<file path="config.mk">
export PLATFORM = sky130hd
export DESIGN_NAME = gb_core
export DESIGN_NICKNAME = d
export VERILOG_FILES = /design/src/rtl/gb_pkg.sv /design/src/rtl/gb_alu.sv /design/src/rtl/gb_core.sv /design/src/rtl/gb_decode.sv /design/src/rtl/gb_regfile.sv /design/src/rtl/gb_sequencer.sv
export VERILOG_INCLUDE_DIRS = /design/src /design/src/rtl
export SDC_FILE = /design/constraint.sdc
export NUM_CORES = 1
export LEC_CHECK = 0
export ABC_AREA = 0
export BUFFER_PORTS_ARGS = -buffer_cell sky130_fd_sc_hd__buf_2
export CAP_MARGIN = 20
export CORE_MARGIN = 2
export CORE_UTILIZATION = 25
export DETAILED_ROUTE_END_ITERATION = 16
export GPL_ROUTABILITY_DRIVEN = 1
export HOLD_SLACK_MARGIN = 0.02
export PLACE_DENSITY = 0.48
export SLEW_MARGIN = 30
export SYNTH_ARGS = -nofsm -noshare
export SYNTH_HDL_FRONTEND = slang
export SYNTH_HIERARCHICAL = 1
export SYNTH_SLANG_ARGS = --single-unit
</file>
<file path="constraint.sdc">
create_clock -name clk -period 6.5 [get_ports clk]
set_input_delay 1.3 -clock clk [delete_from_list [all_inputs] [get_ports clk]]
set_output_delay 1.3 -clock clk [all_outputs]
set_load 0.01 [all_outputs]
</file>
<file path="src/rtl/gb_cfg.svh">
`ifndef GB_CFG_SVH
`define GB_CFG_SVH

`define GB_ADDR_W 16
`define GB_DATA_W 8
`define GB_RESET_PC 16'h0000

// accumulator ops, opcode bits 5:3
`define GB_ALU_ADD 3'd0
`define GB_ALU_ADC 3'd1
`define GB_ALU_SUB 3'd2
`define GB_ALU_SBC 3'd3
`define GB_ALU_AND 3'd4
`define GB_ALU_XOR 3'd5
`define GB_ALU_OR 3'd6
`define GB_ALU_CP 3'd7

// misc accumulator group, opcode bits 5:3 of 8'b00xxx111
`define GB_MISC_RLCA 3'd0
`define GB_MISC_RRCA 3'd1
`define GB_MISC_RLA 3'd2
`define GB_MISC_RRA 3'd3
`define GB_MISC_CPL 3'd5
`define GB_MISC_SCF 3'd6
`define GB_MISC_CCF 3'd7

`define GB_REG_H 3'd4
`define GB_REG_L 3'd5
`define GB_REG_MEM 3'd6 // (hl) slot
`define GB_REG_A 3'd7

`define GB_OP_HALT 8'h76
`define GB_OP_JP 8'hc3
`define GB_OP_JR 8'h18

`endif

</file>
<file path="src/rtl/gb_pkg.sv">
`include "gb_cfg.svh"

package gb_pkg;

  typedef struct packed {
    logic [`GB_ADDR_W-1:0] addr;
    logic [`GB_DATA_W-1:0] dout;
    logic                  write;
  } gb_bus_t;

  typedef struct packed {
    logic z;
    logic n;
    logic h;
    logic c;
  } gb_flags_t;

  typedef enum logic [3:0] {
    k_nop,
    k_ld_rr,
    k_ld_imm,
    k_ld_mem,   // ld r,(hl)
    k_st_mem,   // ld (hl),r
    k_alu_r,
    k_alu_mem,
    k_alu_imm,
    k_incdec,
    k_acc_misc, // rotates, cpl, scf, ccf
    k_jp,
    k_jr,
    k_halt
  } gb_kind_t;

  typedef struct packed {
    gb_kind_t   kind;
    logic [2:0] dst;
    logic [2:0] src;
    logic [2:0] alu;
    logic [1:0] cc;   // nz, z, nc, c
    logic       cond; // jump tests cc
  } gb_ctrl_t;

  typedef enum logic [2:0] {
    s_f0,
    s_f1,
    s_f2,
    s_wa,
    s_w1
  } gb_state_t;

endpackage

</file>
<file path="src/rtl/gb_alu.sv">
`include "gb_cfg.svh"

module gb_alu import gb_pkg::*; (
  input  gb_ctrl_t              ctrl,
  input  logic [`GB_DATA_W-1:0] acc,
  input  logic [`GB_DATA_W-1:0] operand,
  input  gb_flags_t             flags_in,
  output logic [`GB_DATA_W-1:0] result,
  output gb_flags_t             flags_out
);

  logic       carry_in;
  logic [8:0] sum;
  logic [8:0] diff;
  logic [4:0] sum_h;
  logic [4:0] diff_h;
  logic [7:0] inc_dec;

  assign carry_in = (ctrl.alu == `GB_ALU_ADC || ctrl.alu == `GB_ALU_SBC) && flags_in.c;
  assign sum      = {1'b0, acc} + {1'b0, operand} + {8'd0, carry_in};
  assign sum_h    = {1'b0, acc[3:0]} + {1'b0, operand[3:0]} + {4'd0, carry_in};
  assign diff     = {1'b0, acc} - {1'b0, operand} - {8'd0, carry_in};
  assign diff_h   = {1'b0, acc[3:0]} - {1'b0, operand[3:0]} - {4'd0, carry_in};
  assign inc_dec  = ctrl.src[0] ? operand - 8'd1 : operand + 8'd1; // src bit 0 set for dec

  always_comb begin
    result    = acc;
    flags_out = flags_in;
    case (ctrl.kind)
      k_incdec: begin
        result      = inc_dec;
        flags_out.z = (inc_dec == 8'h00);
        flags_out.n = ctrl.src[0];
        flags_out.h = ctrl.src[0] ? (operand[3:0] == 4'h0) : (operand[3:0] == 4'hf);
      end
      k_acc_misc: begin
        case (ctrl.alu)
          `GB_MISC_RLCA: begin result = {acc[6:0], acc[7]}; flags_out = {3'b000, acc[7]}; end
          `GB_MISC_RRCA: begin result = {acc[0], acc[7:1]}; flags_out = {3'b000, acc[0]}; end
          `GB_MISC_RLA: begin result = {acc[6:0], flags_in.c}; flags_out = {3'b000, acc[7]}; end
          `GB_MISC_RRA: begin result = {flags_in.c, acc[7:1]}; flags_out = {3'b000, acc[0]}; end
          `GB_MISC_CPL: begin result = ~acc; flags_out.n = 1'b1; flags_out.h = 1'b1; end
          `GB_MISC_SCF: begin flags_out.n = 1'b0; flags_out.h = 1'b0; flags_out.c = 1'b1; end
          `GB_MISC_CCF: begin flags_out.n = 1'b0; flags_out.h = 1'b0; flags_out.c = ~flags_in.c; end
          default: ;
        endcase
      end
      default: begin
        case (ctrl.alu)
          `GB_ALU_ADD, `GB_ALU_ADC: begin
            result    = sum[7:0];
            flags_out = {sum[7:0] == 8'h00, 1'b0, sum_h[4], sum[8]};
          end
          `GB_ALU_SUB, `GB_ALU_SBC: begin
            result    = diff[7:0];
            flags_out = {diff[7:0] == 8'h00, 1'b1, diff_h[4], diff[8]};
          end
          `GB_ALU_AND: begin
            result    = acc & operand;
            flags_out = {(acc & operand) == 8'h00, 1'b0, 1'b1, 1'b0};
          end
          `GB_ALU_XOR: begin
            result    = acc ^ operand;
            flags_out = {(acc ^ operand) == 8'h00, 3'b000};
          end
          `GB_ALU_OR: begin
            result    = acc | operand;
            flags_out = {(acc | operand) == 8'h00, 3'b000};
          end
          default: flags_out = {diff[7:0] == 8'h00, 1'b1, diff_h[4], diff[8]}; // cp, a kept
        endcase
      end
    endcase
  end

endmodule

</file>
<file path="src/rtl/gb_core.sv">
`include "gb_cfg.svh"

module gb_core import gb_pkg::*; (
  input  logic                  clk,
  input  logic                  resetn,
  input  logic [`GB_DATA_W-1:0] din,
  output gb_bus_t               bus,
  output logic                  halted
);

  gb_ctrl_t              ctrl;
  gb_flags_t             flags;
  gb_flags_t             alu_flags;
  gb_flags_t             flags_wr;
  logic [`GB_DATA_W-1:0] opcode;
  logic [`GB_DATA_W-1:0] rd_a;
  logic [`GB_DATA_W-1:0] rd_b;
  logic [`GB_DATA_W-1:0] acc;
  logic [`GB_DATA_W-1:0] operand;
  logic [`GB_DATA_W-1:0] alu_result;
  logic [`GB_DATA_W-1:0] wr_data;
  logic [`GB_ADDR_W-1:0] hl;
  logic [2:0]            rd_a_idx;
  logic [2:0]            rd_b_idx;
  logic [2:0]            wr_idx;
  logic                  wr_en;
  logic                  flags_en;

  gb_sequencer sequencer_inst (
    .clk        (clk),
    .resetn     (resetn),
    .din        (din),
    .ctrl_in    (ctrl),
    .opcode     (opcode),
    .rd_a_idx   (rd_a_idx),
    .rd_b_idx   (rd_b_idx),
    .rd_a       (rd_a),
    .rd_b       (rd_b),
    .hl         (hl),
    .flags      (flags),
    .alu_result (alu_result),
    .alu_flags  (alu_flags),
    .operand    (operand),
    .wr_en      (wr_en),
    .wr_idx     (wr_idx),
    .wr_data    (wr_data),
    .flags_en   (flags_en),
    .flags_in   (flags_wr),
    .bus        (bus),
    .halted     (halted)
  );

  gb_decode decode_inst (
    .opcode (opcode),
    .ctrl   (ctrl)
  );

  gb_regfile regfile_inst (
    .clk      (clk),
    .resetn   (resetn),
    .rd_a_idx (rd_a_idx),
    .rd_b_idx (rd_b_idx),
    .rd_a     (rd_a),
    .rd_b     (rd_b),
    .acc      (acc),
    .hl       (hl),
    .flags    (flags),
    .wr_en    (wr_en),
    .wr_idx   (wr_idx),
    .wr_data  (wr_data),
    .flags_en (flags_en),
    .flags_in (flags_wr)
  );

  gb_alu alu_inst (
    .ctrl      (ctrl),
    .acc       (acc),
    .operand   (operand),
    .flags_in  (flags),
    .result    (alu_result),
    .flags_out (alu_flags)
  );

endmodule

</file>
<file path="src/rtl/gb_decode.sv">
`include "gb_cfg.svh"

module gb_decode import gb_pkg::*; (
  input  logic [`GB_DATA_W-1:0] opcode,
  output gb_ctrl_t              ctrl
);

  always_comb begin
    // operand fields come straight from the opcode bits
    ctrl.kind = k_nop;
    ctrl.dst  = opcode[5:3];
    ctrl.src  = opcode[2:0];
    ctrl.alu  = opcode[5:3];
    ctrl.cc   = opcode[4:3];
    ctrl.cond = 1'b0;
    casez (opcode)
      8'h07, 8'h0f, 8'h17, 8'h1f, 8'h2f, 8'h37, 8'h3f: begin
        ctrl.kind = k_acc_misc;
      end
      8'b110??010: begin // jp cc,a16
        ctrl.kind = k_jp;
        ctrl.cond = 1'b1;
      end
      `GB_OP_JP: begin
        ctrl.kind = k_jp;
      end
      `GB_OP_HALT: begin
        ctrl.kind = k_halt; // ahead of the 01xxxxxx forms
      end
      8'b01110???: begin
        ctrl.kind = k_st_mem;
      end
      8'b01???110: begin
        ctrl.kind = k_ld_mem;
      end
      8'h34, 8'h35, 8'h36: begin
        ctrl.kind = k_nop; // (hl) read-modify-write forms not kept
      end
      8'b00???110: begin
        ctrl.kind = k_ld_imm;
      end
      8'b00???10?: begin
        ctrl.kind = k_incdec;
      end
      8'b01??????: begin
        ctrl.kind = k_ld_rr;
      end
      8'b10???110: begin
        ctrl.kind = k_alu_mem;
      end
      8'b10??????: begin
        ctrl.kind = k_alu_r;
      end
      8'b11???110: begin
        ctrl.kind = k_alu_imm;
      end
      `GB_OP_JR: begin
        ctrl.kind = k_jr;
      end
      8'b001??000: begin // jr cc,d8
        ctrl.kind = k_jr;
        ctrl.cond = 1'b1;
      end
      default: ctrl.kind = k_nop; // undefined or dropped
    endcase
  end

endmodule

</file>
<file path="src/rtl/gb_regfile.sv">
`include "gb_cfg.svh"

module gb_regfile import gb_pkg::*; (
  input  logic                  clk,
  input  logic                  resetn,
  input  logic [2:0]            rd_a_idx,
  input  logic [2:0]            rd_b_idx,
  output logic [`GB_DATA_W-1:0] rd_a,
  output logic [`GB_DATA_W-1:0] rd_b,
  output logic [`GB_DATA_W-1:0] acc,
  output logic [`GB_ADDR_W-1:0] hl,
  output gb_flags_t             flags,
  input  logic                  wr_en,
  input  logic [2:0]            wr_idx,
  input  logic [`GB_DATA_W-1:0] wr_data,
  input  logic                  flags_en,
  input  gb_flags_t             flags_in
);

  // b c d e h l - a, slot 6 unused
  logic [`GB_DATA_W-1:0] regs [8];

  assign rd_a = (rd_a_idx == `GB_REG_MEM) ? '0 : regs[rd_a_idx];
  assign rd_b = (rd_b_idx == `GB_REG_MEM) ? '0 : regs[rd_b_idx];
  assign acc  = regs[`GB_REG_A];
  assign hl   = {regs[`GB_REG_H], regs[`GB_REG_L]};

  always_ff @(posedge clk) begin
    if (!resetn) begin
      for (int i = 0; i < 8; i++) begin
        regs[i] <= '0;
      end
      flags <= '0;
    end else begin
      if (wr_en && wr_idx != `GB_REG_MEM) begin
        regs[wr_idx] <= wr_data;
      end
      if (flags_en) begin
        flags <= flags_in;
      end
    end
  end

endmodule

</file>
<file path="src/rtl/gb_sequencer.sv">
`include "gb_cfg.svh"

module gb_sequencer import gb_pkg::*; (
  input  logic                  clk,
  input  logic                  resetn,
  input  logic [`GB_DATA_W-1:0] din,
  input  gb_ctrl_t              ctrl_in,
  output logic [`GB_DATA_W-1:0] opcode,
  output logic [2:0]            rd_a_idx,
  output logic [2:0]            rd_b_idx,
  input  logic [`GB_DATA_W-1:0] rd_a,
  input  logic [`GB_DATA_W-1:0] rd_b,
  input  logic [`GB_ADDR_W-1:0] hl,
  input  gb_flags_t             flags,
  input  logic [`GB_DATA_W-1:0] alu_result,
  input  gb_flags_t             alu_flags,
  output logic [`GB_DATA_W-1:0] operand,
  output logic                  wr_en,
  output logic [2:0]            wr_idx,
  output logic [`GB_DATA_W-1:0] wr_data,
  output logic                  flags_en,
  output gb_flags_t             flags_in,
  output gb_bus_t               bus,
  output logic                  halted
);

  gb_state_t             state;
  logic [`GB_ADDR_W-1:0] pc;
  logic [`GB_ADDR_W-1:0] pc_inc;
  logic [`GB_ADDR_W-1:0] jr_target;
  logic [`GB_DATA_W-1:0] op_q;  // opcode held past f0
  logic [`GB_DATA_W-1:0] jp_lo; // low byte of jp target
  logic                  cc_ok;
  logic                  taken;
  logic                  exec_f0;
  logic                  exec_f1;

  // decode re-runs on the held opcode, so ctrl_in stays valid in later states
  assign opcode    = (state == s_f0) ? din : op_q;
  assign rd_a_idx  = ctrl_in.dst;
  assign rd_b_idx  = ctrl_in.src;
  assign pc_inc    = pc + 16'd1;
  assign jr_target = pc_inc + {{8{din[7]}}, din}; // pc sits on the d8 byte
  assign exec_f0   = (state == s_f0) && !halted;
  assign exec_f1   = (state == s_f1);
  assign flags_in  = alu_flags;

  always_comb begin
    case (ctrl_in.cc)
      2'd0:    cc_ok = !flags.z;
      2'd1:    cc_ok = flags.z;
      2'd2:    cc_ok = !flags.c;
      default: cc_ok = flags.c;
    endcase
  end
  assign taken = !ctrl_in.cond || cc_ok;

  always_comb begin
    case (ctrl_in.kind)
      k_incdec: operand = rd_a;
      k_alu_r:  operand = rd_b;
      default:  operand = din; // d8 or (hl) data
    endcase
  end

  always_comb begin
    wr_en    = 1'b0;
    flags_en = 1'b0;
    wr_idx   = ctrl_in.dst;
    wr_data  = alu_result;
    case (ctrl_in.kind)
      k_ld_rr: begin
        wr_en   = exec_f0;
        wr_data = rd_b;
      end
      k_incdec: begin
        wr_en    = exec_f0;
        flags_en = exec_f0;
      end
      k_alu_r, k_acc_misc: begin
        wr_en    = exec_f0;
        flags_en = exec_f0;
        wr_idx   = `GB_REG_A;
      end
      k_ld_imm, k_ld_mem: begin
        wr_en   = exec_f1;
        wr_data = din;
      end
      k_alu_mem, k_alu_imm: begin
        wr_en    = exec_f1;
        flags_en = exec_f1;
        wr_idx   = `GB_REG_A;
      end
      default: ;
    endcase
  end

  always_ff @(posedge clk) begin
    if (!resetn) begin
      state     <= s_f0;
      pc        <= `GB_RESET_PC;
      bus.addr  <= `GB_RESET_PC;
      bus.write <= 1'b0;
      halted    <= 1'b0;
    end else begin
      case (state)
        s_f0: begin
          if (!halted) begin
            op_q     <= din;
            pc       <= pc_inc;
            bus.addr <= pc_inc;
            case (ctrl_in.kind)
              k_ld_imm, k_alu_imm, k_jr: state <= s_f1;
              k_jp: state <= s_f2;
              k_ld_mem, k_alu_mem: begin
                state    <= s_f1;
                bus.addr <= hl;
              end
              k_st_mem: begin
                state     <= s_w1;
                bus.addr  <= hl;
                bus.dout  <= rd_b;
                bus.write <= 1'b1;
              end
              k_halt: halted <= 1'b1;
              default: ;
            endcase
          end
        end
        s_f2: begin
          jp_lo    <= din;
          pc       <= pc_inc;
          bus.addr <= pc_inc;
          state    <= s_f1;
        end
        s_f1: begin
          if (ctrl_in.kind == k_ld_mem || ctrl_in.kind == k_alu_mem) begin
            bus.addr <= pc; // park on the next opcode
            state    <= s_wa;
          end else if (ctrl_in.kind == k_jr && taken) begin
            pc       <= jr_target;
            bus.addr <= jr_target;
            state    <= s_wa;
          end else if (ctrl_in.kind == k_jp && taken) begin
            pc       <= {din, jp_lo};
            bus.addr <= {din, jp_lo};
            state    <= s_wa;
          end else begin
            pc       <= pc_inc; // d8 done or branch not taken
            bus.addr <= pc_inc;
            state    <= s_f0;
          end
        end
        s_w1: begin
          bus.write <= 1'b0;
          bus.addr  <= pc;
          state     <= s_wa;
        end
        default: state <= s_f0; // s_wa
      endcase
    end
  end

endmodule

</file>
==> flow_metrics.env, run 1 <==
export IMPL_grt_setup_unrepaired="false"
export IMPL_holdCritPathClass="flop to flop"
export IMPL_critPathLaunchType="flop"
export IMPL_drive_gt1_frac=0.159
export IMPL_floorplan_die_height_um=215
export IMPL_count_of_endpoints_failing_hold_in_the_final_timing_report=0
export IMPL_global_route_usage_total=0.178
export IMPL_chipWidth_um=215
export IMPL_maxCapViolCount=0
export IMPL_outcome="complete, no violations"
export IMPL_drt_first_pass_iters=6
export IMPL_multi_input_comb_area_um2=7170
export IMPL_fillCellCount=4753
export IMPL_mostFrequentLayoutCell="sky130_fd_sc_hd__o21ai_0"
export IMPL_timing_critical_path_required_ns=6.68
export IMPL_via_per_inst=5.46
export IMPL_clk_sinks=120
export IMPL_die_area_um2=46300
export IMPL_report_final_setup_viol=0
export IMPL_place_detailed_hpwl_um=30800
export IMPL_grt_first_pass_wirelength_um=63000
export IMPL_portBuffers=35
export IMPL_ys_warn_count=6
export IMPL_cts_root_to_sink_buffers=2
export IMPL_num_nets_final=1375
export IMPL_avgSynthCellArea_um2=8.71
export IMPL_wl_um=41700
export IMPL_cts_max_level=4
export IMPL_timing_final_max_slew_violations=0
export IMPL_clk_transition_reported_paths_ns=0.06
export IMPL_final_setup_skew_ns=0.0124
export IMPL_postRouteAntennaNets=0
export IMPL_relSlewSlack=0.312
export IMPL_syn_to_final_growth_pct=13.5
export IMPL_tns_ns=0
export IMPL_fp_coreArea_um2=44100
export IMPL_dpl_worst_slack_ns=0.0716
export IMPL_period_needed_ns=6.06
export IMPL_grt_pass1_vias=9942
export IMPL_synthesis_nets=1350
export IMPL_criticalPathCategory="flop to flop"
export IMPL_post_route_period_util=0.932
export IMPL_antenna_found_initial=3
export IMPL_tightest_slew_ns=1.03
export IMPL_clock_tree_from_tritoncts="done"
export IMPL_detail_route_drc_violations=0
export IMPL_cts_made_buffers=17
export IMPL_clock_tree_root_cell="sky130_fd_sc_hd__clkbuf_16"
export IMPL_gp_congestion=0.887
export IMPL_postLayoutSetupSlackWorst_ns=0.443
export IMPL_post_synth_instance_area_um2=11100
export IMPL_initial_utilization=0.253
export IMPL_clock_latency_ns=0.44
export IMPL_routedWlPerCell_um=21.8
export IMPL_fp_row_count=77
export IMPL_arrival_ns=6.24
export IMPL_grt_start_max_net_pins=53
export IMPL_critPathMaxFanout=8
export IMPL_post_synth_inst_count=1279
export IMPL_globalRoute_totalOverflow=0
export IMPL_maxClockFrequency_ghz=0.165
export IMPL_i_o_pins=36
export IMPL_most_used_cells_in_the_layout_excluding_fill_and_tap_cells="sky130_fd_sc_hd__o21ai_0 (96), sky130_fd_sc_hd__a21oi_1 (89), sky130_fd_sc_hd__nand2_1 (82), sky130_fd_sc_hd__edfxtp_1 (81), sky130_fd_sc_hd__nor2_1 (75)"
export IMPL_routed_via_count=10426
export IMPL_worstSetupEndpointType="flop"
export IMPL_hold_buffer_count_at_cts=0
export IMPL_initialDrtViolationCount=1279
export IMPL_regArea_um2=3210
[critical path, cell delays in order, from the launching register on]
cell and delay [ns]:
sky130_fd_sc_hd__dfxtp_1 0.33, sky130_fd_sc_hd__nor3_2 0.38, sky130_fd_sc_hd__buf_4 0.25, sky130_fd_sc_hd__mux2_2 0.41
sky130_fd_sc_hd__and3b_1 0.32, sky130_fd_sc_hd__nor2b_1 0.06, sky130_fd_sc_hd__o21ai_0 0.16, sky130_fd_sc_hd__nand4_1 0.23
sky130_fd_sc_hd__nand2b_1 0.27, sky130_fd_sc_hd__nor3_2 0.22, sky130_fd_sc_hd__buf_4 0.19, sky130_fd_sc_hd__a22oi_1 0.09
sky130_fd_sc_hd__nand2_1 0.19, sky130_fd_sc_hd__inv_1 0.07, sky130_fd_sc_hd__ha_1 0.31, sky130_fd_sc_hd__ha_1 0.24
sky130_fd_sc_hd__nor4_1 0.37, sky130_fd_sc_hd__a211o_1 0.22, sky130_fd_sc_hd__xor2_1 0.18, sky130_fd_sc_hd__mux2i_1 0.09
sky130_fd_sc_hd__o21ai_0 0.24, sky130_fd_sc_hd__o21ai_0 0.21, sky130_fd_sc_hd__a22oi_1 0.21, sky130_fd_sc_hd__o21ai_0 0.30
sky130_fd_sc_hd__and2_1 0.25
[registers in the layout, summed over array words and instances (netlist names)]
signal                 flops
sequencer_inst/op_q        8
regfile_inst/regs         57
sequencer_inst/state       3
sequencer_inst/halted      1
sequencer_inst/jp_lo       8
regfile_inst/flags         2
sequencer_inst/pc         16
sequencer_inst/bus        25
[per-stage QoR]
stage               utilization  hold WS (ns)  area [µm²]  instances
detailed placement        0.273         0.527       12000       1877
global placement          0.273         0.513       12000       1877
global route              0.286         0.567       12600       1909
finish                    0.287         0.535       12600       1911
CTS                       0.286         0.541       12600       1909
floorplan                     -         0.475       11100       1279
[what timing repair did]
item	CTS	global route
endpoints found under the setup margin	0	35
resized for setup	0	4
buffers inserted	0	0
[routing by layer]
layer	routed length (µm)	vias to the layer above	GRT usage
met5	0	-	0
met4	1040	0	0.0543
met3	2960	62	0.0290
met2	18700	467	0.279
met1	19000	5036	0.250
li1	-	4861	-
[final timing paths]
kind                                               from                 endpoint  slack, ns  cells after the start
worst max-delay path            sequencer_inst/state[2]  regfile_inst/regs[5][5]       0.44                     24
worst max register to register  sequencer_inst/state[2]  regfile_inst/regs[5][5]       0.44                     24
worst min register to register   sequencer_inst/bus[15]   sequencer_inst/bus[15]       0.54                      1
worst min-delay path             sequencer_inst/bus[15]   sequencer_inst/bus[15]       0.54                      1
[cell type report]
class                      instances  area share
sequential                       120       0.254
tap                              592      0.0586
clock buffer                      17      0.0336
antenna                            2    0.000396
clock inverter                    15      0.0131
multi-input combinational       1006       0.567
timing repair buffer             108      0.0582
inverter                          51      0.0151
Power of run 1 is not shown: default switching activity piles up to over one toggle a cycle in this logic, so the estimate is an artifact.
==> run 2: changes to the inputs <==
--- a/config.mk
+++ b/config.mk
@@ -14,7 +14,7 @@
 export DETAILED_ROUTE_END_ITERATION = 16
 export GPL_ROUTABILITY_DRIVEN = 1
 export HOLD_SLACK_MARGIN = 0.02
-export PLACE_DENSITY = 0.48
+export PLACE_DENSITY = 0.47
 export SLEW_MARGIN = 30
 export SYNTH_ARGS = -nofsm -noshare
 export SYNTH_HDL_FRONTEND = slang
==> constraint.sdc (replaced) <==
create_clock -name clk -period 5.9 [get_ports clk]
set_input_delay 1.18 -clock clk [delete_from_list [all_inputs] [get_ports clk]]
set_output_delay 1.18 -clock clk [all_outputs]
set_load 0.01 [all_outputs]
==> run 2 against run 1 <==
- non-clock buffer count increased by 68
- die area unchanged
- sequential share of layout area decreased by 1.0 points
- routed wire length increased by 0.92%
- worst hold slack got worse by 0.00065 ns
- setup slack got worse by 0.11 ns
- clock skew decreased by 0.0020 ns
- core utilization increased by 1.2 points
- global-route usage increased by 0.092 points
==> flow_metrics.env, run 2 (synthesis gave the netlist of run 1 again) <==
export IMPL_outcome="complete, no violations"
export IMPL_postRouteAntennaNets=0
export IMPL_groute_layer_met1_usage=0.246
export IMPL_place_detailed_hpwl_um=31800
export IMPL_n_antenna_cell=0
export IMPL_reg2regPathDepth=25
export IMPL_maxClockFrequency_ghz=0.180
export IMPL_num_nets_final=1443
export IMPL_period_needed_ns=5.56
export IMPL_r2r_start="sequencer_inst/state[1]"
export IMPL_via_per_inst=5.41
export IMPL_arrival_ns=5.74
export IMPL_min_from="regfile_inst/flags[3]"
export IMPL_wl_um=42000
export IMPL_grt_first_pass_wirelength_um=63700
export IMPL_critPathMaxFanout=9
export IMPL_holdPathStages=2
export IMPL_tightest_slew_ns=0.982
export IMPL_fillCellCount=4689
export IMPL_clk_sinks=120
export IMPL_drive_gt1_frac=0.206
export IMPL_die_area_um2=46300
export IMPL_multi_input_comb_area_um2=7240
export IMPL_final_setup_skew_ns=0.0104
export IMPL_mostFrequentLayoutCell="sky130_fd_sc_hd__buf_4"
export IMPL_routed_via_count=10694
export IMPL_fp_row_count=77
export IMPL_syn_to_final_growth_pct=18.3
export IMPL_globalRoute_totalOverflow=0
export IMPL_portBuffers=35
export IMPL_regMostFlops="regfile_inst/regs"
export IMPL_postLayoutSetupSlackWorst_ns=0.337
export IMPL_grt_start_max_net_pins=46
export IMPL_hold_buffer_count_at_cts=0
export IMPL_routedWlPerCell_um=21.3
export IMPL_clock_tree_from_tritoncts="done"
export IMPL_final_core_utilization=0.299
export IMPL_global_route_usage_total=0.179
export IMPL_gp_congestion=0.913
export IMPL_critPathLaunchType="primary input"
export IMPL_cts_max_level=4
export IMPL_most_used_cells_in_the_layout_excluding_fill_and_tap_cells="sky130_fd_sc_hd__buf_4 (137), sky130_fd_sc_hd__o21ai_0 (95), sky130_fd_sc_hd__a21oi_1 (89), sky130_fd_sc_hd__nand2_1 (82), sky130_fd_sc_hd__edfxtp_1 (81)"
export IMPL_detail_route_drc_violations=0
export IMPL_fp_coreArea_um2=44100
export IMPL_antenna_found_initial=2
export IMPL_worstSetupEndpointType="flop"
export IMPL_count_of_endpoints_failing_hold_in_the_final_timing_report=0
export IMPL_worst_r2r_setup_slack_ns=0.35
export IMPL_placedInstanceArea_um2=12600
export IMPL_maxCapViolCount=0
export IMPL_drt_first_pass_iters=6
export IMPL_cts_made_buffers=17
export IMPL_initialDrtViolationCount=954
export IMPL_largest_register_ffs=57
export IMPL_chipWidth_um=215
export IMPL_dpl_worst_slack_ns=-0.202
export IMPL_holdCritPathClass="flop to flop"
export IMPL_report_final_setup_viol=0
export IMPL_relSlewSlack=0.345
export IMPL_grt_pass1_vias=10365
export IMPL_whs_endpoint="regfile_inst/flags[3]"
export IMPL_regArea_um2=3210
export IMPL_cts_root_to_sink_buffers=2
export IMPL_initial_utilization=0.253
export IMPL_criticalPathCategory="primary input to flop"
export IMPL_globalRouteMet2Util=0.282
export IMPL_i_o_pins=36
export IMPL_timing_final_max_slew_violations=0
export IMPL_top_regs="regfile_inst/regs (57), sequencer_inst/bus (25), sequencer_inst/pc (16)"
export IMPL_post_route_period_util=0.943
export IMPL_area_of_all_placed_cells_without_fillers_um2=13200
export IMPL_floorplan_die_height_um=215
export IMPL_timing_critical_path_required_ns=6.08
export IMPL_grt_busiest_layer="met2"
export IMPL_clk_transition_reported_paths_ns=0.06
export IMPL_clock_latency_ns=0.43
export IMPL_tns_ns=0
export IMPL_gr_usage_met3=0.0354
export IMPL_clock_tree_root_cell="sky130_fd_sc_hd__clkbuf_16"
export IMPL_timing_rr_end="regfile_inst/regs[3][5]"
-- run 2: cell types whose count changed in the layout (fill, tap and decap cells not counted), moves of 2 or more --
cell / change
sky130_fd_sc_hd__diode_2: -2
sky130_fd_sc_hd__buf_4: +65
sky130_fd_sc_hd__nor3_4: +2
sky130_fd_sc_hd__a31oi_2: +2
sky130_fd_sc_hd__bufinv_16: -2
sky130_fd_sc_hd__nor3_2: -3
sky130_fd_sc_hd__buf_6: +2
sky130_fd_sc_hd__inv_6: -4
sky130_fd_sc_hd__clkinv_1: +2
sky130_fd_sc_hd__clkinvlp_4: +3
sky130_fd_sc_hd__a31oi_1: -2
sky130_fd_sc_hd__clkinv_4: +2
-- run 2: per-stage QoR --
step | hold WS, ns | instances
4_1_cts | 0.537 | 1975
6_report | 0.535 | 1977
2_1_floorplan | 0.475 | 1279
3_3_place_gp | 0.495 | 1943
5_1_grt | 0.560 | 1977
3_5_place_dp | 0.516 | 1943
-- run 2: layer usage --
metal / share of wire / wire, µm
met3: 0.068 / 2860
met1: 0.46 / 19300
met5: 0.00043 / 18
met4: 0.024 / 1020
met2: 0.45 / 18800
-- run 2: how the worst max path moves through the flow --
stage	startpoint	end	slack, ns	depth (start not counted)
after floorplan	sequencer_inst/state[0]	regfile_inst/regs[5][4]	0.02	27
after global placement	din[3]	regfile_inst/regs[5][3]	-0.12	26
after detailed placement	din[4]	regfile_inst/regs[5][3]	-0.20	26
after CTS	sequencer_inst/state[2]	regfile_inst/regs[2][3]	0.12	27
after global routing	sequencer_inst/state[1]	regfile_inst/regs[1][5]	-0.006	26
final	din[4]	regfile_inst/regs[3][5]	0.34	26
-- run 2: layout make-up --
class | instances | share of cell area
clock inverters | 15 | 0.00807
well taps | 592 | 0.0562
inverters | 51 | 0.0145
repair buffers | 176 | 0.0961
clock buffers | 17 | 0.0323
flip-flops and latches | 120 | 0.244
multi-input cells | 1006 | 0.549
-- run 2: worst max-delay path: stages --
cell                       delay [ns]
sky130_fd_sc_hd__buf_2           0.11
sky130_fd_sc_hd__mux2_2          0.31
sky130_fd_sc_hd__buf_12          0.16
sky130_fd_sc_hd__o311ai_4        0.29
sky130_fd_sc_hd__buf_4           0.18
sky130_fd_sc_hd__nand2_1         0.06
sky130_fd_sc_hd__a31oi_2         0.18
sky130_fd_sc_hd__nor2_1          0.08
sky130_fd_sc_hd__and2_1          0.21
sky130_fd_sc_hd__a22oi_1         0.16
sky130_fd_sc_hd__nand2_1         0.10
sky130_fd_sc_hd__buf_4           0.19
sky130_fd_sc_hd__fa_1            0.53
sky130_fd_sc_hd__inv_1           0.06
sky130_fd_sc_hd__ha_1            0.17
sky130_fd_sc_hd__o21ai_0         0.16
sky130_fd_sc_hd__buf_4           0.16
sky130_fd_sc_hd__a211o_1         0.16
sky130_fd_sc_hd__xor2_1          0.21
sky130_fd_sc_hd__mux2i_1         0.12
sky130_fd_sc_hd__o21ai_0         0.18
sky130_fd_sc_hd__o21ai_1         0.14
sky130_fd_sc_hd__a22oi_1         0.20
sky130_fd_sc_hd__o21ai_0         0.12
sky130_fd_sc_hd__buf_4           0.17
sky130_fd_sc_hd__and2_1          0.13
-- run 2: timing repair --
item | in CTS | in global routing
gates resized for setup | 1 | 14
pin swaps | 0 | 3
setup buffers | 0 | 2
endpoints found under the setup margin | 7 | 42
Power of run 2 is left out for the same reason.
